[config.mk]
export PLATFORM = sky130hd
export DESIGN_NAME = operand_fetch
export DESIGN_NICKNAME = d
export VERILOG_FILES = /design/src/hdl/mm_types_pkg.sv /design/src/hdl/operand_fetch.sv
export SDC_FILE = /design/constraint.sdc
export NUM_CORES = 1
export LEC_CHECK = 0
export BUFFER_PORTS_ARGS = -buffer_cell sky130_fd_sc_hd__buf_2
export CAP_MARGIN = 25
export CORE_MARGIN = 2
export CORE_UTILIZATION = 46
export DETAILED_ROUTE_END_ITERATION = 6
export PLACE_DENSITY = 0.92
export REMOVE_ABC_BUFFERS = 1
export SLEW_MARGIN = 25
export SYNTH_ARGS = -nofsm -noshare
export SYNTH_HDL_FRONTEND = slang
export SYNTH_SLANG_ARGS = --single-unit
[constraint.sdc]
create_clock -name clk -period 13.15 [get_ports clk]
set_input_delay 3.945 -clock clk [delete_from_list [all_inputs] [get_ports clk]]
set_output_delay 3.945 -clock clk [all_outputs]
set_load 0.02 [all_outputs]
[src/hdl/mm_types_pkg.sv]
package mm_types_pkg;

    localparam int MEM_ADDR_W = 10;

    typedef logic [15:0] elem_t;            // Operand element
    typedef logic [31:0] acc_t;             // Result element, wraps modulo 2^32
    typedef logic [5:0] dim_t;
    typedef logic [MEM_ADDR_W-1:0] mem_addr_t;

    // Job description handed from the register block to the engine
    typedef struct packed {
        dim_t      rows1;
        dim_t      cols1;                   // Also the row count of source 2
        dim_t      cols2;
        mem_addr_t src1_base;
        mem_addr_t src2_base;
        mem_addr_t dest_base;
    } mm_job_t;

    typedef struct packed {
        dim_t i;
        dim_t j;
        dim_t k;
        logic first;                        // Step with k equal to zero
        logic last;                         // Step with k equal to cols1 - 1
        logic valid;
    } mm_step_t;

    typedef struct packed {
        mem_addr_t addr;
        acc_t      data;
        logic      valid;
    } mm_result_t;

endpackage
[src/hdl/operand_fetch.sv]
`timescale 1ns/1ps

module operand_fetch #(
    parameter bit COLUMN_WALK = 1'b0
) (
    input  logic                    clk,
    input  logic                    reset,
    input  mm_types_pkg::mm_step_t  step,
    input  mm_types_pkg::mm_job_t   job,
    output mm_types_pkg::mem_addr_t ram_addr,
    input  mm_types_pkg::elem_t     ram_rdata,
    output mm_types_pkg::elem_t     operand,
    output mm_types_pkg::mm_step_t  tag
);
    import mm_types_pkg::*;

    mem_addr_t base, major, stride, minor;

    always_comb begin
        if (COLUMN_WALK) begin
            base   = job.src2_base;                 // Walk down column j of source 2
            major  = mem_addr_t'(step.k);
            stride = mem_addr_t'(job.cols2);
            minor  = mem_addr_t'(step.j);
        end else begin
            base   = job.src1_base;                 // Walk along row i of source 1
            major  = mem_addr_t'(step.i);
            stride = mem_addr_t'(job.cols1);
            minor  = mem_addr_t'(step.k);
        end
    end

    assign ram_addr = base + major * stride + minor;
    assign operand  = ram_rdata;

    always_ff @(posedge clk) begin
        if (reset) begin
            tag <= '0;
        end else begin
            tag <= step;                            // Lines up with the registered RAM read
        end
    end

endmodule

==> metrics <==
crit-path max FO=6; wire length per cell=between 10 and 15 um; Initial Utilization=47.7%; vias in the first global route=~1600; ys flop type=dfxtp_1; critical path launch point type=input port; Antenna Nets Post-Route=0; DR vias/cell=between 4 and 5; fin crit share=89.0%; largest net degree at the start of global routing=22; slowest CP cell=fa_1; drt first-iter violations=18; Fmax achieved=85.4 MHz; drt first pass iters=4; Final Wtd Congestion=around 0.85; final hold violations=0; Period minus WS final=approximately 12 ns; Root Buffer=clkbuf_8; max-slew headroom at the worst pin=roughly three quarters; post-CTS setup buffer count=0; RSZ-0062 raised after global routing=no; biggest regs=tag (21); Hold Path Class=input port to flop; Critical Path End Type=primary output; CTS tree=yes; Post-Place Cells=325; boundary pin count=about 130; family with the most delay on the worst path=adder cells; die extent in x=between 70 and 80 um; CTS sink cnt=21; Top reg by flops=tag; Tightest Pin Transition=approximately 0.36 ns; hold buffers post-CTS=0; synthesis-to-layout area growth=15.9%; row count=24; syn avg cell area=just over 9 sq um; synth warn=0; Seq cells post-synth=21; worst path cell trace=buf_2, and2_1, fa_1, inv_1, fa_1, inv_1, fa_1, inv_1, fa_1, inv_1, ha_1, nor2_1, nor2_1, o31a_1, o41ai_2, xnor2_1, buf_2; number of flip-flops under the largest register name=21; Max-Cap Viols=0; critical path class=input port to primary output; status=finished clean; max-slew violation count=0; Synth cell types=19; fraction of layout cells with a size suffix above 1=between 20% and 30%; Die Ht=about 71 um; EDFF count, synth=0; non-filler instance count after layout=~330; LEAKAGE=roughly 1.3 nW; port bufs=69; drc violations=0; via count=between 1500 and 2000; VDD IR-drop max=between 0.1 and 0.15 mV; Worst Path Required=between 9 and 10 ns; remaining global-route overflow=0; CTS Buf Count=3; clock buffer depth=2; cell count after synthesis=between 200 and 250; Gates resized, CTS repair=0; clk slew on worst S/H paths=approximately 0.07 ns; H-tree Lvls=1; PD cells=around 160 nW/um^2; Buffers & Inverters on Critical Path=6; total detailed-routing wirelength=~4000 um; Final HPWL DP=approximately 3600 um; async set-or-reset flop fraction in the synthesized netlist=0%; Data arrival, critical path=a little under 8 ns; sequential-to-total area share from yosys stat=20.3%; Final Net Count=415; CORE AREA=around 4400 sq um; final setup fails=0; Setup TNS=0 ns; ANT cells=0; Largest stage delay, worst path=about 0.53 ns; die area=5070 sq um; Post-Syn Area=approximately 2100 sq um; initial antenna violation count=0; global-route wire length before repair=~6900 um; Total GRT Usage=about 17%
==> cell usage after synthesis, types with 2 or more instances <==
cell type	count	area share, %
inv_1	50	9.0
fa_1	29	28
dfxtp_1	21	20
ha_1	21	13
nor2b_1	19	5.7
and2_1	18	5.4
buf_4	16	5.8
nand2_1	16	2.9
xnor2_1	11	4.6
nor2_1	9	1.6
a21oi_1	3	0.72
clkbuf_1	2	0.36
==> power by group <==
group	leakage (nW)	switching (mW)	total [mW]	internal, mW
logic	1.12	0.168	0.286	0.118
clock network	0.0255	0.0191	0.0401	0.0211
registers	0.175	0.000727	0.0677	0.0670
==> layout make-up <==
type | count | area (sq um)
fill | 376 | 1950
timing repair buffer | 69 | 345
tap | 52 | 65.1
inverter | 50 | 188
clock buffer | 3 | 41.3
sequential | 21 | 420
multi-input combinational | 133 | 1340
clock inverter | 1 | 5.00
==> metrics by stage <==
stage	area (sq um)	utilization, %	hold slack (ns)	total power, mW	setup slack, ns
4_1_cts	2400	55.2	3.89	0.400	1.46
6_report	2400	55.2	3.90	0.394	1.45
2_1_floorplan	1950	-	4.01	0.287	1.82
5_1_grt	2400	55.2	3.90	0.436	1.29
3_3_place_gp	2360	54.2	4.15	0.351	1.52
3_5_place_dp	2360	54.2	4.16	0.359	1.47
==> routing by layer <==
layer	share of wire (%)	vias up	global-route usage, %
li1	-	742	-
met1	39	718	19.4
met2	49	80	29.5
met3	12	5	8.26
met4	0.52	0	2.94
met5	0	-	3.03
==> final timing paths <==
check	start	to	slack (ns)	cells after the start
max	job[38]	ram_addr[9]	1.45	17
min	step[11]	tag[11]	3.90	2
==> cell usage in the layout (no fill, tap or decap) <==
cell type  Yosys  routed
nor2b_1       19      19
clkbuf_8       0       3
nor3_1         1       1
o31a_1         1       1
a21o_1         1       1
inv_1         50      50
ha_1          21      21
a21oi_1        3       3
dfxtp_1       21      21
nand2_2        1       1
and2_1        18      18
fa_1          29      29
xor2_1         1       1
o41ai_2        1       1
xnor2_1       11      11
nor2_1         9       9
clkinv_2       0       1
buf_2          0      69
nand2_1       16      16
o21bai_1       1       1
==> kinds of logic after synthesis <==
group                      after synthesis  synth area share [%]
and+or+nand+nor                         64                  16.2
xor gates and xnor gates                12                  5.06
AOI/OAI and AO/OA                        7                  2.65
DFF                                     21                  20.3
adders and majority gates               50                  40.6
buffers and inverters                   68                  15.2
Note: power is estimated with default switching activity, not from simulation.
