--- src/hdl/mm_types_pkg.sv ---
package mm_types_pkg;

    localparam int MEM_ADDR_W = 10;

    typedef logic [15:0] elem_t;            // Operand element
    typedef logic [31:0] acc_t;             // Result element, wraps modulo 2^32
    typedef logic [5:0] dim_t;
    typedef logic [MEM_ADDR_W-1:0] mem_addr_t;

    // Job description handed from the register block to the engine
    typedef struct packed {
        dim_t      rows1;
        dim_t      cols1;                   // Also the row count of source 2
        dim_t      cols2;
        mem_addr_t src1_base;
        mem_addr_t src2_base;
        mem_addr_t dest_base;
    } mm_job_t;

    typedef struct packed {
        dim_t i;
        dim_t j;
        dim_t k;
        logic first;                        // Step with k equal to zero
        logic last;                         // Step with k equal to cols1 - 1
        logic valid;
    } mm_step_t;

    typedef struct packed {
        mem_addr_t addr;
        acc_t      data;
        logic      valid;
    } mm_result_t;

endpackage
--- src/hdl/mm_sequencer.sv ---
`timescale 1ns/1ps

module mm_sequencer (
    input  logic                   clk,
    input  logic                   reset,
    input  logic                   start,
    input  mm_types_pkg::mm_job_t  job,
    output mm_types_pkg::mm_step_t step,
    output logic                   busy,
    output logic                   done_pulse
);
    import mm_types_pkg::*;

    dim_t       i, j, k;
    logic       issuing, draining;
    logic [1:0] drain_cnt;
    logic       zero_dim, last_i, last_j, last_k;

    assign zero_dim = (job.rows1 == '0) || (job.cols1 == '0) || (job.cols2 == '0);
    assign last_i   = (i == job.rows1 - 1'b1);
    assign last_j   = (j == job.cols2 - 1'b1);
    assign last_k   = (k == job.cols1 - 1'b1);

    assign busy       = issuing || draining;
    assign done_pulse = draining && (drain_cnt == 2'd0);

    always_comb begin
        step.i     = i;
        step.j     = j;
        step.k     = k;
        step.first = (k == '0);
        step.last  = last_k;
        step.valid = issuing;
    end

    always_ff @(posedge clk) begin
        if (reset) begin
            issuing   <= 1'b0;
            draining  <= 1'b0;
            drain_cnt <= 2'd0;
            i <= '0;
            j <= '0;
            k <= '0;
        end else if (start && !busy) begin
            i <= '0;
            j <= '0;
            k <= '0;
            if (zero_dim) begin
                draining  <= 1'b1;                  // Nothing to compute, done two cycles on
                drain_cnt <= 2'd1;
            end else begin
                issuing <= 1'b1;
            end
        end else if (issuing) begin
            if (!last_k) begin
                k <= k + 1'b1;
            end else begin
                k <= '0;
                if (!last_j) begin
                    j <= j + 1'b1;
                end else begin
                    j <= '0;
                    if (!last_i) begin
                        i <= i + 1'b1;
                    end else begin
                        issuing   <= 1'b0;
                        draining  <= 1'b1;
                        drain_cnt <= 2'd2;          // Covers fetch, MAC and the result write
                    end
                end
            end
        end else if (draining) begin
            if (drain_cnt == 2'd0) draining <= 1'b0;
            else drain_cnt <= drain_cnt - 1'b1;
        end
    end

endmodule

--- config.mk ---
export PLATFORM = sky130hd
export DESIGN_NAME = mm_sequencer
export DESIGN_NICKNAME = d
export VERILOG_FILES = /design/src/hdl/mm_types_pkg.sv /design/src/hdl/mm_sequencer.sv
export SDC_FILE = /design/constraint.sdc
export NUM_CORES = 1
export LEC_CHECK = 0
export BUFFER_PORTS_ARGS = -buffer_cell sky130_fd_sc_hd__buf_2
export CORE_MARGIN = 10
export CORE_UTILIZATION = 52
export CTS_BUF_LIST = sky130_fd_sc_hd__clkbuf_8 sky130_fd_sc_hd__clkbuf_16
export DETAILED_ROUTE_END_ITERATION = 10
export PLACE_DENSITY = 0.88
export SYNTH_ARGS = -nofsm -noshare
export SYNTH_HDL_FRONTEND = slang
export SYNTH_SLANG_ARGS = --single-unit
--- constraint.sdc ---
create_clock -name clk -period 5.2 [get_ports clk]
set_input_delay 1.04 -clock clk [delete_from_list [all_inputs] [get_ports clk]]
set_output_delay 1.04 -clock clk [all_outputs]
set_load 0.05 [all_outputs]
==> impl_metrics.yaml <==
run_status:
  outcome: "completed"
layout:
  n_antenna_cell: 0
  fin_nets: 327
  nFillCells: 303
  final-seq-area_um2: 440
  drive_gt1_frac: 0.242
  area_growth_pct: 17.1
  multiInputGateArea_um2: 1260
detailed_routing:
  first_pass_iters: 4
  drt_wl_total_um: 4390
  routed_via_density: 5.66
  drc_errors: 0
  wire_per_inst_um: 14.1
  drtIter0Drc: 113
  vias: 1761
  drtAntennaViolNets: 0
placed_design:
  numPortBuffers: 43
  place.gp.congestion: 0.864
  dp_hpwl_um: 3560
die:
  start_util: 0.535
  fp.dieArea_um2: 6180
  io_pins: 74
  die_w_um: 78.6
  die_y_um: 78.6
  coreArea_um2: 3340
  fp-row-count: 21
synthesis:
  synth_top_cell_area_share: 0.247
  synth_largest_area_cell: "dfxtp_1"
  synthTopCellsByArea: "dfxtp_1 25%, xnor2_1 7.4%, ha_1 7.0%"
  synth_seq_area_share: 0.247
  synthArstFlopShare: 0
  yosys-top-cells-count: "23 x nand2_1, 22 x dfxtp_1, 18 x nor2_1"
  ys_seq_elements: 22
  syn_avg_cell_area_um2: 8.01
  syn_inst: 223
  yosysWarningCount: 0
  synth_most_common_cell: "nand2_1"
  ys_types: 47
  synth_edf_count: 0
  syn-num-nets: 284
  synth_area_um2: 1790
  synthFlopType: "dfxtp_1"
setup_path:
  worstPathRequired_ns: 4.16
  worst-path-buf-inv: 3
  cp.arrival_ns: 2.95
  crit_path_end_kind: "output port"
  crit_type: "in2out"
  critPathTopFamily: "simple AND/OR/NAND/NOR gates"
  r2r_setup_slack_ns: 2.75
  worst_setup_path_start_kind: "primary input"
  cpMaxStageDelayCell: "o31ai_1"
  path_max_fanout: 9
  crit_top_cell: "buf_2"
  max_stage_delay_ns: 0.58
  path_cells: "buf_2, or2_2, xor2_1, o31ai_1, nand2_1, inv_1, buf_2"
clocking:
  htree_levels: 1
  cts_setup_buffers: 0
  clk_latency_ns: 0.27
  clk_path_buf_depth: 2
  cts_hold_buf: 0
  clkSinkCount: 22
  path_clk_slew_ns: 0.07
  cts_resized: 0
  cts_tree: "built"
  cts_buffers: 3
  root_buffer: "clkbuf_8"
power:
  p_per_area_nw_per_um2: 193
  fin_total_pwr_uw: 404
  p_leak_nw: 0.852
  irDropWorstVdd_mv: 0.115
flow_run:
  maxCapViolations: 0
global_route:
  gr-total-overflow: 0
  grt_pass1_wl_um: 7620
  grt_pass1_vias: 1808
  antenna_found_initial: 0
  grt_max_degree: 14
  grt_usage: 0.144
sta:
  rsz0062_at_grt: "false"
  setup-tns-final_ns: 0
  period_minus_slack_ns: 3.99
  worst_pin_slew_ns: 0.641
  slew_violations: 0
  hold_viol: 0
  finalCritPeriodShare: 0.767
  relSlewSlack: 0.569
  finalClockSkew_ns: 0.00429
  setup_violations: 0
  clock.fmax_ghz: 0.251
worst_hold_path:
  hold_class: "reg2reg"
power breakdown:
part	total, mW	switching, mW	internal [mW]
Sequential	0.178	0.00606	0.172
Clock	0.123	0.0555	0.0676
Combinational	0.103	0.0636	0.0391
Total	0.404	0.125	0.279
final timing paths:
kind           start       to  depth (start not counted)
max          job[36]  step[1]                          7
min             i[5]     i[5]                          2
max reg2reg     k[5]     j[4]                          6
min reg2reg     i[5]     i[5]                          2
tightest hold or removal path: stages, from the launching register on:
cell and delay, ns:
dfxtp_1 0.35, nand2_1 0.06, mux2i_1 0.05
kinds of logic (layout without fill, tap and decap cells):
family                   Yosys count  after routing  share of synthesized area
buffers and inverters             21             63                     0.0483
AND/OR/NAND/NOR                  101            101                      0.296
AO/OA/AOI/OAI                     33             33                      0.156
XOR/XNOR                          28             28                      0.137
flip-flops                        22             22                      0.247
adder cells (fa/ha/maj)           10             10                     0.0701
multiplexers                       8              8                     0.0456
layout by cell type, fill, tap and decap left out, types with 6 or more instances in the layout:
master	count
buf_2	43
dfxtp_1	22
ha_1	10
inv_1	15
mux2i_1	7
nand2_1	23
nand3_1	9
nand4_1	9
nor2_1	18
nor3_1	12
or2_2	6
xnor2_1	15
xor2_1	13
per-stage QoR:
stage | cell area, µm² | hold WS, ns | cells | setup WS [ns] | utilization
finish | 2090 | 0.509 | 311 | 1.21 | 0.627
global route | 2090 | 0.560 | 311 | 1.09 | 0.627
detailed placement | 2040 | 0.504 | 307 | 1.23 | 0.610
floorplan | 1790 | 0.491 | 223 | 1.69 | -
CTS | 2090 | 0.515 | 311 | 1.20 | 0.627
global placement | 2040 | 0.489 | 307 | 1.28 | 0.610
final cells by class:
| type | instances | area share |
|---|---|---|
| inverters | 15 | 0.0269 |
| well taps | 46 | 0.0275 |
| multi-input cells | 180 | 0.602 |
| repair buffers | 44 | 0.107 |
| clock buffers | 4 | 0.0263 |
| flip-flops and latches | 22 | 0.211 |
flip-flops by register name, indices dropped and copies added, names as in the netlist:
register,count
issuing,1
k,6
i,6
j,6
draining,1
drain_cnt,2
layer usage:
metal | vias to the layer above | track usage | part of all wire
met5 | - | 0 | 0
met4 | 0 | 0.0538 | 0.011
met3 | 5 | 0.0421 | 0.077
met2 | 57 | 0.257 | 0.50
met1 | 817 | 0.157 | 0.41
li1 | 882 | - | -
No activity file was read; power rests on OpenSTA's default activity.
