### config.mk
export PLATFORM = sky130hd
export DESIGN_NAME = dot_mac
export DESIGN_NICKNAME = d
export VERILOG_FILES = /design/src/hdl/mm_types_pkg.sv /design/src/hdl/dot_mac.sv
export SDC_FILE = /design/constraint.sdc
export NUM_CORES = 1
export LEC_CHECK = 0
export ABC_AREA = 1
export BUFFER_PORTS_ARGS = -buffer_cell sky130_fd_sc_hd__buf_2
export CORE_MARGIN = 4
export CORE_UTILIZATION = 60
export DETAILED_ROUTE_END_ITERATION = 6
export GPL_TIMING_DRIVEN = 0
export PLACE_DENSITY = 0.81
export SLEW_MARGIN = 15
export SYNTH_ARGS = -nofsm -noshare
export SYNTH_HDL_FRONTEND = slang
export SYNTH_SLANG_ARGS = --single-unit
### constraint.sdc
create_clock -name clk -period 16.1 [get_ports clk]
set_clock_uncertainty 0.05 [all_clocks]
set_input_delay 3.22 -clock clk [delete_from_list [all_inputs] [get_ports clk]]
set_output_delay 3.22 -clock clk [all_outputs]
set_load 0.01 [all_outputs]
### src/hdl/mm_types_pkg.sv
package mm_types_pkg;

    localparam int MEM_ADDR_W = 10;

    typedef logic [15:0] elem_t;            // Operand element
    typedef logic [31:0] acc_t;             // Result element, wraps modulo 2^32
    typedef logic [5:0] dim_t;
    typedef logic [MEM_ADDR_W-1:0] mem_addr_t;

    // Job description handed from the register block to the engine
    typedef struct packed {
        dim_t      rows1;
        dim_t      cols1;                   // Also the row count of source 2
        dim_t      cols2;
        mem_addr_t src1_base;
        mem_addr_t src2_base;
        mem_addr_t dest_base;
    } mm_job_t;

    typedef struct packed {
        dim_t i;
        dim_t j;
        dim_t k;
        logic first;                        // Step with k equal to zero
        logic last;                         // Step with k equal to cols1 - 1
        logic valid;
    } mm_step_t;

    typedef struct packed {
        mem_addr_t addr;
        acc_t      data;
        logic      valid;
    } mm_result_t;

endpackage
### src/hdl/dot_mac.sv
`timescale 1ns/1ps

module dot_mac (
    input  logic                     clk,
    input  logic                     reset,
    input  mm_types_pkg::elem_t      a,
    input  mm_types_pkg::elem_t      b,
    input  mm_types_pkg::mm_step_t   tag,
    input  mm_types_pkg::mm_job_t    job,
    output mm_types_pkg::mm_result_t result
);
    import mm_types_pkg::*;

    acc_t      product, acc, sum;
    mem_addr_t res_addr;
    acc_t      res_data;
    logic      res_valid;

    assign product = acc_t'(a) * acc_t'(b);
    assign sum     = tag.first ? product : acc + product;   // Wraps modulo 2^32

    always_ff @(posedge clk) begin
        if (tag.valid) begin
            acc <= sum;
        end
        res_addr <= job.dest_base + mem_addr_t'(tag.i) * mem_addr_t'(job.cols2)
                    + mem_addr_t'(tag.j);
        res_data <= sum;
    end

    always_ff @(posedge clk) begin
        if (reset) begin
            res_valid <= 1'b0;
        end else begin
            res_valid <= tag.valid && tag.last;
        end
    end

    always_comb begin
        result.addr  = res_addr;
        result.data  = res_data;
        result.valid = res_valid;
    end

endmodule

==> flow_summary_export.csv <==
group,metric,value,unit
outcome,result_of_the_run,"complete, no violations",
layout,areaGrowthSynthToFinish,7.18,%
logic_synthesis,synth-main-ff-cell,"sky130_fd_sc_hd__dfxtp_1",
routing,drt-wirelength-per-cell,15.6,um
sta,top_achievable_clock_speed,0.0949,GHz
logic_synthesis,asyncSetResetFlopFracSynth,0,%
setup_path,critical-path-top-cell-by-count,"sky130_fd_sc_hd__fa_1",
sta,timing.max_slew.rel_slack,44.0,%
sta,rsz0062_at_grt,"false",
hold_path,worstHoldStart,"acc[31]",
logic_synthesis,netlist_top_cells_area,"sky130_fd_sc_hd__fa_1 30%, sky130_fd_sc_hd__nand2_1 15%, sky130_fd_sc_hd__ha_1 13%, sky130_fd_sc_hd__inv_1 13%, sky130_fd_sc_hd__edfxtp_1 6.4%",
setup_path,critPathBufInv,6,
logic_synthesis,synth_top_cell_area_share,29.9,%
logic_synthesis,syn_area_per_cell,7.38,um^2
die,placementRows,57,
sta,timing.final.crit_share,65.4,%
layout,final_common_cell,"sky130_fd_sc_hd__nand2_1",
logic_synthesis,synth_sequential_area_ratio,12.2,%
routing,number_of_iterations_in_the_first_detailed_routing_pass,6,
logic_synthesis,synth.ff_latch_count,75,
routing,vias,12707,
cts,tritoncts,"done",
cts,postCtsHoldBufs,0,
routing,drt_wl_total,38.1,mm
logic_synthesis,combined_area_of_all_synthesized_cells,0.0150,mm^2
routing,post-route-drc-count,0,
layout,design.final.nets,2599,
setup_path,cp_top_family,"adder cells",
setup_path,cp_endpoint_kind,"register",
sta,worst-slew-pin-transition,0.840,ns
setup_path,reg2reg_setup_slack,13.56,ns
die,die_area,0.0276,mm^2
logic_synthesis,synthDominantAreaCellType,"sky130_fd_sc_hd__fa_1",
layout,nFillCells,2202,
sta,clock_period_minus_final_worst_setup_slack,10.54,ns
setup_path,rr_worst_depth,12,
grt,grt_first_pass_wirelength,63.7,mm
setup_path,worst-path-max-fanout,10,
setup_path,worst_path_largest_cell_delay,0.59,ns
setup_path,type_of_the_setup_path_with_the_least_slack,"primary input to register",
layout,most-common-layout-cells,"582 x sky130_fd_sc_hd__nand2_1, 502 x sky130_fd_sc_hd__inv_1, 224 x sky130_fd_sc_hd__fa_1, 159 x sky130_fd_sc_hd__ha_1, 84 x sky130_fd_sc_hd__nor2_1",
grt,antenna_found_initial,0,
die,fp.dieW,166,um
setup_path,r2r-end,"acc[28]",
hold_path,timing.hold.worst_path_depth,4,
cts,cts_post_setup_buffers_inserted,0,
setup_path,reg2reg_from,"acc[0]",
layout,antenna_cells,0,
setup_path,critPathSlowestCell,"sky130_fd_sc_hd__fa_1",
setup_path,startpoint_type,"primary input",
logic_synthesis,synth_nets,2514,
grt,number_of_global_route_vias_before_repair,13247,
routing,drt-vias-per-instance,5.20,
routing,antenna_violating_nets_post_route,0,
cts,cts.repair.resized,0,
grt,remaining_overflow_grt,0,
logic_synthesis,synthesis.instances,2028,
flow_run,timing.max_cap.violations,0,
setup_path,arrival_time_of_the_worst_setup_path,10.57,ns
cts,clkTransAtPathRegs,0.06,ns
routing,drt_first_iter_violations,818,
sta,hold_viol_final,0,
cts,cts_max_level,3,
cts,tritoncts.num_buffers,9,
die,initial_utilization,61.2,%
cts,clkLatencyLatePin,0.35,ns
hold_path,min_to,"res_data[31]",
logic_synthesis,synth.distinct_cells,44,
cts,root_buffer,"sky130_fd_sc_hd__clkbuf_16",
place,place.port_buffers,74,
logic_synthesis,yosys_warnings,0,
cts,cts-root-to-sink-buffers,2,
grt,grt_start_max_net_pins,34,
place,gp_congestion,0.930,
hold_path,timing.hold.worst.class,"register to register",
logic_synthesis,synth_edf_count,32,
sta,report.final.setup_viol,0,
die,fp.dieH,166,um
die,fp.coreArea,0.0245,mm^2
grt,globalRouteTotalUtil,28.1,%
setup_path,worst_ep_required_time,16.13,ns
place,dp_hpwl,33.2,mm
cts,cts_sinks,75,
layout,share_of_final_layout_standard_cells_stronger_than_drive_strength_1,6.89,%
sta,timing.setup.tns,0,ns
die,io_pins,146,
sta,slew_viol_final,0,
==> synth_stat cells (12+ instances only) <==
cell type / n
sky130_fd_sc_hd__nand2_1: 582
sky130_fd_sc_hd__edfxtp_1: 32
sky130_fd_sc_hd__dfxtp_1: 43
sky130_fd_sc_hd__nand3_1: 70
sky130_fd_sc_hd__nand2_2: 23
sky130_fd_sc_hd__inv_1: 502
sky130_fd_sc_hd__o21ai_1: 14
sky130_fd_sc_hd__and2_1: 13
sky130_fd_sc_hd__o21ai_0: 19
sky130_fd_sc_hd__fa_1: 224
sky130_fd_sc_hd__nor2_1: 84
sky130_fd_sc_hd__nand4_1: 14
sky130_fd_sc_hd__xor2_1: 21
sky130_fd_sc_hd__xnor2_1: 12
sky130_fd_sc_hd__ha_1: 159
sky130_fd_sc_hd__a21oi_1: 61
sky130_fd_sc_hd__clkbuf_1: 68
==> worst max-delay path by stage <==
| stage | slack, ns | to | cells past startpoint | startpoint |
|---|---|---|---|---|
| 5_1_grt | 5.27 | acc[31] | 30 | b[8] |
| 4_1_cts | 5.62 | acc[27] | 28 | b[8] |
| 6_report | 5.56 | acc[27] | 28 | b[8] |
| 2_1_floorplan | 6.56 | acc[31] | 34 | b[7] |
| 3_3_place_gp | 5.28 | acc[27] | 28 | b[8] |
| 3_5_place_dp | 5.32 | acc[27] | 28 | b[8] |
==> per-stage QoR <==
| stage | setup slack (ns) | cells | hold WS (ns) | utilization (%) | area (um^2) |
|---|---|---|---|---|---|
| floorplan | 6.56 | 2028 | 0.506 | - | 15000 |
| global placement | 5.28 | 2426 | 0.536 | 64.4 | 15800 |
| detailed placement | 5.32 | 2426 | 0.541 | 64.4 | 15800 |
| CTS | 5.62 | 2442 | 0.561 | 65.6 | 16100 |
| global route | 5.27 | 2442 | 0.623 | 65.6 | 16100 |
| finish | 5.56 | 2442 | 0.561 | 65.6 | 16100 |
==> final cells by class <==
class                      count  area [um^2]  share of cell area, %
timing repair buffer          74          370                   2.31
buffer                        72          277                   1.72
tap                          324          405                   2.53
clock buffer                  10          229                   1.43
multi-input combinational   1370        11000                   68.3
sequential                    75         1820                   11.3
inverter                     511         1920                   11.9
clock inverter                 6         71.3                  0.444
==> per-layer routing <==
| layer | vias to the layer above | routed length [um] | track usage, % |
|---|---|---|---|
| met1 | 5995 | 15700 | 36.0 |
| met4 | 0 | 1530 | 10.6 |
| met3 | 113 | 2220 | 3.71 |
| met5 | - | 0 | 0 |
| li1 | 6154 | - | - |
| met2 | 445 | 18600 | 48.7 |
==> kinds of logic after synthesis <==
family	Yosys count	synth area share, %
AND/OR/NAND/NOR	825	22.9
adder cells (fa/ha/maj)	383	43.2
buffers and inverters	583	14.7
AO/OA/AOI/OAI	127	4.87
XOR/XNOR	35	2.15
flip-flops	75	12.2
==> state kept, by name, indices dropped and copies added (netlist names) <==
name,count
acc,32
res_data,32
res_addr,10
res_valid,1
==> worst register-to-register path: cells and delay by family, from the launching register on <==
kind / cells / cell delay, ns
simple gates: 10 / 1.12
flops: 1 / 0.37
fa+ha+maj: 2 / 0.74
Power is left out: the tool's default activity adds up to more than one toggle a clock period on the data nets, which glitch-free logic cannot reach.
