`src/hdl/mm_axil_pkg.sv`:
```
package mm_axil_pkg;

    localparam int AXIL_ADDR_W = 16;
    localparam int AXIL_DATA_W = 32;

    typedef logic [AXIL_ADDR_W-1:0] axil_addr_t;
    typedef logic [AXIL_DATA_W-1:0] axil_data_t;

    typedef enum logic [1:0] {
        resp_okay   = 2'b00,
        resp_slverr = 2'b10
    } axil_resp_t;

    typedef struct packed {
        axil_addr_t                   awaddr;
        logic                         awvalid;
        axil_data_t                   wdata;
        logic [AXIL_DATA_W/8-1:0]     wstrb;
        logic                         wvalid;
        logic                         bready;
        axil_addr_t                   araddr;
        logic                         arvalid;
        logic                         rready;
    } axil_req_t;

    typedef struct packed {
        logic       awready;
        logic       wready;
        axil_resp_t bresp;
        logic       bvalid;
        logic       arready;
        axil_data_t rdata;
        axil_resp_t rresp;
        logic       rvalid;
    } axil_rsp_t;

    localparam axil_addr_t REG_CTRL   = 16'h0000;
    localparam axil_addr_t REG_STATUS = 16'h0004;
    localparam axil_addr_t REG_DIMS   = 16'h0008;
    localparam axil_addr_t REG_SRC1   = 16'h000C;
    localparam axil_addr_t REG_SRC2   = 16'h0010;
    localparam axil_addr_t REG_DEST   = 16'h0014;

    // Each window spans 1024 words at byte stride 4
    localparam axil_addr_t WIN_SRC1        = 16'h1000;
    localparam axil_addr_t WIN_SRC2        = 16'h2000;
    localparam axil_addr_t WIN_DEST        = 16'h3000;
    localparam axil_addr_t WIN_OFFSET_MASK = 16'h0FFF;

    localparam logic [1:0] SEL_NONE = 2'd0;
    localparam logic [1:0] SEL_SRC1 = 2'd1;
    localparam logic [1:0] SEL_SRC2 = 2'd2;
    localparam logic [1:0] SEL_DEST = 2'd3;

endpackage

```
`src/hdl/mm_types_pkg.sv`:
```
package mm_types_pkg;

    localparam int MEM_ADDR_W = 10;

    typedef logic [15:0] elem_t;            // Operand element
    typedef logic [31:0] acc_t;             // Result element, wraps modulo 2^32
    typedef logic [5:0] dim_t;
    typedef logic [MEM_ADDR_W-1:0] mem_addr_t;

    // Job description handed from the register block to the engine
    typedef struct packed {
        dim_t      rows1;
        dim_t      cols1;                   // Also the row count of source 2
        dim_t      cols2;
        mem_addr_t src1_base;
        mem_addr_t src2_base;
        mem_addr_t dest_base;
    } mm_job_t;

    typedef struct packed {
        dim_t i;
        dim_t j;
        dim_t k;
        logic first;                        // Step with k equal to zero
        logic last;                         // Step with k equal to cols1 - 1
        logic valid;
    } mm_step_t;

    typedef struct packed {
        mem_addr_t addr;
        acc_t      data;
        logic      valid;
    } mm_result_t;

endpackage
```
`src/hdl/mm_csr_axil.sv`:
```
`timescale 1ns/1ps

module mm_csr_axil #(
    parameter int MEM_DEPTH = 1024
) (
    input  logic                    clk,
    input  logic                    reset,
    input  mm_axil_pkg::axil_req_t  axil_req,
    output mm_axil_pkg::axil_rsp_t  axil_rsp,
    output mm_types_pkg::mm_job_t   job,
    output logic                    start,
    input  logic                    busy,
    input  logic                    done_pulse,
    output logic [1:0]              host_sel,
    output mm_types_pkg::mem_addr_t host_addr,
    output mm_types_pkg::elem_t     host_wdata,
    output logic                    host_we,
    input  mm_types_pkg::elem_t     host_rdata_elem,
    input  mm_types_pkg::acc_t      host_rdata_acc
);
    import mm_types_pkg::*;
    import mm_axil_pkg::*;

    typedef struct packed {
        logic       is_reg;
        logic       is_win;
        logic [1:0] sel;
        mem_addr_t  word;
    } decode_t;

    function automatic decode_t decode(axil_addr_t addr);
        decode_t    d;
        axil_addr_t win_base;
        d = '0;
        win_base = addr & ~WIN_OFFSET_MASK;
        d.word = addr[MEM_ADDR_W+1:2];
        case (addr)
            REG_CTRL, REG_STATUS, REG_DIMS, REG_SRC1, REG_SRC2, REG_DEST: d.is_reg = 1'b1;
            default: d.is_reg = 1'b0;
        endcase
        case (win_base)
            WIN_SRC1: d.sel = SEL_SRC1;
            WIN_SRC2: d.sel = SEL_SRC2;
            WIN_DEST: d.sel = SEL_DEST;
            default:  d.sel = SEL_NONE;
        endcase
        d.is_win = (d.sel != SEL_NONE) && (int'(d.word) < MEM_DEPTH);
        return d;
    endfunction

    logic       aw_taken, w_taken, bvalid;
    axil_resp_t bresp_q, rresp_q;
    axil_addr_t aw_addr_q, wr_addr;
    axil_data_t w_data_q, wr_data;
    logic       aw_hs, w_hs, ar_hs, wr_fire, wr_ok;
    decode_t    wr_dec, rd_dec;
    logic       r_pending, rd_stage, rvalid;
    logic       rd_ok_q, rd_win_q;
    logic [1:0] rd_sel_q;
    axil_data_t rd_reg_q, reg_rdata, rdata_q;
    logic       done_q;

    always_comb begin
        axil_rsp = '0;
        axil_rsp.awready = !aw_taken && !bvalid;
        axil_rsp.wready  = !w_taken && !bvalid;
        axil_rsp.bresp   = bresp_q;
        axil_rsp.bvalid  = bvalid;
        axil_rsp.arready = !r_pending;
        axil_rsp.rdata   = rdata_q;
        axil_rsp.rresp   = rresp_q;
        axil_rsp.rvalid  = rvalid;
    end

    assign aw_hs = axil_req.awvalid && !aw_taken && !bvalid;
    assign w_hs  = axil_req.wvalid && !w_taken && !bvalid;
    assign ar_hs = axil_req.arvalid && !r_pending;

    assign wr_addr = aw_taken ? aw_addr_q : axil_req.awaddr;
    assign wr_data = w_taken ? w_data_q : axil_req.wdata;
    assign wr_dec  = decode(wr_addr);
    assign rd_dec  = decode(axil_req.araddr);

    // The read owns the RAM port on its handshake and the cycle after
    assign wr_fire = (aw_taken || aw_hs) && (w_taken || w_hs) && !ar_hs && !rd_stage;
    assign wr_ok   = wr_dec.is_reg || (wr_dec.is_win && !busy && wr_dec.sel != SEL_DEST);

    assign host_we    = wr_fire && wr_dec.is_win && wr_ok;
    assign host_wdata = wr_data[15:0];
    assign host_addr  = ar_hs ? rd_dec.word : wr_dec.word;
    assign host_sel   = rd_stage ? rd_sel_q : wr_dec.sel;

    always_comb begin
        reg_rdata = '0;
        case (axil_req.araddr)
            REG_STATUS: reg_rdata = {30'd0, done_q, busy};
            REG_DIMS:   reg_rdata = {10'd0, job.cols2, 2'd0, job.cols1, 2'd0, job.rows1};
            REG_SRC1:   reg_rdata = axil_data_t'(job.src1_base);
            REG_SRC2:   reg_rdata = axil_data_t'(job.src2_base);
            REG_DEST:   reg_rdata = axil_data_t'(job.dest_base);
            default:    reg_rdata = '0;
        endcase
    end

    always_ff @(posedge clk) begin
        if (reset) begin
            aw_taken  <= 1'b0;
            w_taken   <= 1'b0;
            bvalid    <= 1'b0;
            bresp_q   <= resp_okay;
            r_pending <= 1'b0;
            rd_stage  <= 1'b0;
            rvalid    <= 1'b0;
            rresp_q   <= resp_okay;
            start     <= 1'b0;
            done_q    <= 1'b0;
            job       <= '0;
        end else begin
            start    <= 1'b0;
            rd_stage <= ar_hs;
            if (done_pulse) done_q <= 1'b1;

            if (wr_fire) begin
                aw_taken <= 1'b0;
                w_taken  <= 1'b0;
                bvalid   <= 1'b1;
                if (wr_ok) bresp_q <= resp_okay;
                else bresp_q <= resp_slverr;
            end else begin
                if (aw_hs) aw_taken <= 1'b1;
                if (w_hs) w_taken <= 1'b1;
                if (bvalid && axil_req.bready) bvalid <= 1'b0;
            end

            // Job registers stay frozen while the engine runs
            if (wr_fire && wr_dec.is_reg && !busy) begin
                case (wr_addr)
                    REG_CTRL: begin
                        if (wr_data[0]) begin
                            start  <= 1'b1;
                            done_q <= 1'b0;
                        end
                    end
                    REG_DIMS: begin
                        job.rows1 <= wr_data[5:0];
                        job.cols1 <= wr_data[13:8];
                        job.cols2 <= wr_data[21:16];
                    end
                    REG_SRC1: job.src1_base <= wr_data[MEM_ADDR_W-1:0];
                    REG_SRC2: job.src2_base <= wr_data[MEM_ADDR_W-1:0];
                    REG_DEST: job.dest_base <= wr_data[MEM_ADDR_W-1:0];
                    default: ;
                endcase
            end

            if (ar_hs) r_pending <= 1'b1;
            if (rd_stage) begin
                rvalid <= 1'b1;
                if (rd_ok_q) rresp_q <= resp_okay;
                else rresp_q <= resp_slverr;
            end else if (rvalid && axil_req.rready) begin
                rvalid    <= 1'b0;
                r_pending <= 1'b0;
            end
        end
    end

    always_ff @(posedge clk) begin
        if (aw_hs) aw_addr_q <= axil_req.awaddr;
        if (w_hs) w_data_q <= axil_req.wdata;
        if (ar_hs) begin
            rd_ok_q  <= rd_dec.is_reg || (rd_dec.is_win && !busy);
            rd_win_q <= rd_dec.is_win;
            rd_sel_q <= rd_dec.sel;
            rd_reg_q <= reg_rdata;
        end
        if (rd_stage) begin
            if (!rd_ok_q) rdata_q <= '0;                    // Rejected reads return zero
            else if (!rd_win_q) rdata_q <= rd_reg_q;
            else if (rd_sel_q == SEL_DEST) rdata_q <= host_rdata_acc;
            else rdata_q <= axil_data_t'(host_rdata_elem);
        end
    end

endmodule

```
`config.mk`:
```
export PLATFORM = sky130hd
export DESIGN_NAME = mm_csr_axil
export DESIGN_NICKNAME = d
export VERILOG_FILES = /design/src/hdl/mm_axil_pkg.sv /design/src/hdl/mm_types_pkg.sv /design/src/hdl/mm_csr_axil.sv
export SDC_FILE = /design/constraint.sdc
export NUM_CORES = 1
export LEC_CHECK = 0
export BUFFER_PORTS_ARGS = -buffer_cell sky130_fd_sc_hd__buf_2
export CORE_ASPECT_RATIO = 0.9
export CORE_MARGIN = 2
export CORE_UTILIZATION = 30
export CTS_CLUSTER_SIZE = 16
export DETAILED_ROUTE_END_ITERATION = 16
export GPL_TIMING_DRIVEN = 0
export SLEW_MARGIN = 15
export SYNTH_ARGS = -nofsm -noshare
export SYNTH_HDL_FRONTEND = slang
export SYNTH_SLANG_ARGS = --single-unit
```
`constraint.sdc`:
```
create_clock -name clk -period 2.92 [get_ports clk]
set_input_delay 0.292 -clock clk [delete_from_list [all_inputs] [get_ports clk]]
set_output_delay 0.292 -clock clk [all_outputs]
set_load 0.1 [all_outputs]
```
==> results.txt <==
- The die is 151 microns tall.
- Main area contributors after synthesis: edfxtp_1, dfxtp_1, mux2i_1, a211oi_2, a21oi_1
* Post-route worst setup slack: 0.157 ns
- For this run, the register share of the synthesized area comes to 0.556.
* Effective utilization at floorplan: 0.306
* Yosys Warn Count: 0
* Most common cell in the synthesized netlist: edfxtp_1
* Most area-hungry cell type in the Yosys netlist: edfxtp_1
- Using the TritonRoute via totals, the vias-per-cell ratio works out to 4.77.
* Crit path max fanout: 10
- Path category of the worst min-delay check: in2reg
- Total via count in the routed design: 5,571
* Die ar.: 25,100 sq um
- Power spread over the standard cell area amounts to 616 nW/um^2.
- Beginning of the worst register-to-register path: aw_taken
* Global-route usage over all layers: 0.169
* Maximum clock frequency: 362 MHz
- Pin count of the biggest net entering global routing: 35
- After synthesis, the netlist uses 54 different library cells.
- The first global-routing pass estimated 32.3 mm of wire.
- FF+latch area: 3990 sq um
* Multi-input logic area: 2780 sq um
- Number of failing setup endpoints in the final timing report: 0
- After global routing the overflow that remains totals 0.
* Most used cell along the critical path: buf_2
* Number of primary I/O pins: 244
- After legalization and detailed placement, the total HPWL measured 16.7 mm.
* Number of global-route vias before repair: 5,465
- Hold wc startpoint: axil_req[58]
- NumNets Final: 978
* Die width: 167 microns
- Final worst clock skew: 0.0137 ns
* Worst Hold Slack: 0.0575 ns
* Data arrival, critical path: 2.47 ns
- Once detail routing completed, the nets flagged for antenna violations numbered 0.
* Buffer type at the clock tree root: clkbuf_16
- Top-area cell type share of the netlist area: 0.394
- Last weighted congestion value of the routability-driven placer: 0.816
- Syn Inst Count: 608
* Unrepaired setup endpoints after global routing: false
- Along the worst hold path, the cell count comes to 1.
- Slew @ Worst Pin: 1.14 ns
- The routed design has 21.4 mm of wire.
- The first detailed-routing pass ran for 4 iterations.
- In the routed design, unresolved DRC markers number 0.
- Hold repair after CTS inserted 0 buffers.
- Headroom to the max-slew limit came out at 0.240.
* Final Max Slew Viols: 0
- Crit-path leading delay family: buffers and inverters
* Core area: 23,400 sq um
- In this run the post-CTS setup repair buffer count came out at 0.
- The flow ran to the end, and the final reports show no timing, DRC or antenna violations.
- Crit-path cells: buf_2 -> buf_2 -> mux2i_1 -> inv_1 -> buf_4 -> buf_2
- The worst-case IR drop observed on VDD is 376 uV.
- Share of final-layout standard cells stronger than drive strength 1: 0.435
* Cell count of the worst reg-to-reg path: 8
* Critical path buffers and inverters: 5
- Final min period: 2.76 ns
* Area delta synth->final: 30.6%
- After detailed placement, the design holds a cell count of 1,137.
* TritonCTS buffer count: 17
* Detail-routed net length per standard cell: 18.3 microns
- Adding up every negative setup slack in the final design gives 0 ns.
- Async set or reset register ratio after synthesis: 0
- Input and output buffers added on the ports amount to 224.
* Clock tree buffer depth: 2
- Clk_lat worst skew: 0.42 ns
* Flops & latches, synth: 152
- Initial antenna violation count: 1
* Clock slew at the register clock pins of the worst setup and hold paths: 0.07 ns
* End point of the most critical hold path: aw_addr_q[1]
- Core occupancy in the finished layout: 0.400
* Most used standard cells in the synthesized netlist: edfxtp_1, dfxtp_1, nand2_1
* LEAKAGE: 0.00386 uW
* Fillers: 2,349
- Critical Path Sink Type: output pin
* Commonest register cell after synthesis: edfxtp_1
- Delay of the slowest critical-path stage: 0.64 ns
* Synthesized area divided by synthesized cell count: 11.8 sq um
* Layout Cells excl Fill: 1,169
- Crit-path slowest cell: mux2i_1
- Reg-to-Reg End: job[33]
- Dividing the final minimum period by the clock period gives 0.946.
* CTS tree: built
* Worst slack, placed: 0.268 ns
- Critical path data required time: 2.63 ns
* Starting DRT DRC Count: 272
* Total standard cell area after synthesis: 7170 sq um
* Crit start category: flip-flop
- The worst setup path is of the reg2out kind.
* Number of sinks driven by the clock tree: 152
* Number of flops mapped to enable cells by yosys: 94
- Max-cap violation count: 0
* Fin. Hold Viols: 0
- Deepest level of the CTS H-tree: 4
- For flop-to-flop paths, the worst setup slack is 0.48 ns.
* Number of placement rows: 53
## report_power, final
part	internal, uW	switching, uW
sequential	2380	36.9
clock	1260	972
combinational	262	858
## worst reg2reg max path, cell delays in order, from the launching register on
cell      delay, ns
dfxtp_1        0.33
buf_6          0.15
buf_6          0.26
mux2i_4        0.36
nand2_1        0.13
nor4_4         0.56
buf_6          0.28
a21oi_2        0.08
a211oi_2       0.19
## per-layer routing
layer,GRT usage,vias up,part of all wire
met5,0,-,0
met1,0.229,2623,0.46
li1,-,2732,-
met2,0.261,196,0.45
met3,0.0542,20,0.073
met4,0.0500,0,0.016
## state kept, by name, summed over array words and instances (netlist names), 2 cells and up
name       cells
rd_sel_q       2
rd_reg_q      20
aw_addr_q     16
rdata_q       32
job           48
w_data_q      22
## cells in the final DEF (no fill, tap or decap), drive strengths merged, types with 9 or more instances in the layout
| cell type | count |
|---|---|
| o21ai | 9 |
| a21oi | 61 |
| and2 | 27 |
| nand2b | 9 |
| nand2 | 47 |
| mux2i | 46 |
| buf | 266 |
| edfxtp | 94 |
| nor2 | 29 |
| dfxtp | 58 |
| inv | 30 |
| nand3 | 22 |
| clkbuf | 37 |
| a211oi | 49 |
| o211a | 15 |
## how the worst max path moves through the flow
stage | end | start | slack (ns) | cells past startpoint
finish | host_wdata[2] | w_taken | 0.16 | 6
floorplan | host_addr[8] | r_pending | -0.16 | 4
CTS | host_sel[0] | aw_taken | 0.002 | 6
detailed placement | host_wdata[1] | w_taken | 0.27 | 6
global route | host_wdata[2] | w_taken | 0.01 | 6
global placement | host_addr[3] | r_pending | -0.39 | 6
## stage by stage
stage / power, uW / cell area, sq um
finish: 5770 / 9360
global placement: 3580 / 8710
CTS: 5850 / 9360
global route: 6000 / 9360
floorplan: 3320 / 7210
detailed placement: 3590 / 8750
## cell families (layout without fill, tap and decap cells)
family,Yosys count,count (layout),synth area share
buffers and inverters,82,339,0.0630
flip-flops,152,152,0.556
XOR/XNOR,2,2,0.00245
multiplexers,49,49,0.0707
AO/OA/AOI/OAI,163,163,0.187
AND/OR/NAND/NOR,159,159,0.121
other,1,3,0.000523
## what timing repair did
item / 4_1_cts / 5_1_grt
resized for setup: 2 / 1
pin swaps: 0 / 0
cloned: 0 / 0
setup endpoints to repair: 5 / 10
## cell type report
| type | count | area share |
|---|---|---|
| inverter | 22 | 0.00882 |
| antenna | 1 | 0.000267 |
| sequential | 152 | 0.426 |
| multi-input combinational | 375 | 0.297 |
| timing repair buffer | 226 | 0.124 |
| clock inverter | 14 | 0.0160 |
| buffer | 59 | 0.0393 |
| clock buffer | 18 | 0.0481 |
| tap | 302 | 0.0404 |
Power figures use the tool's default switching activity.
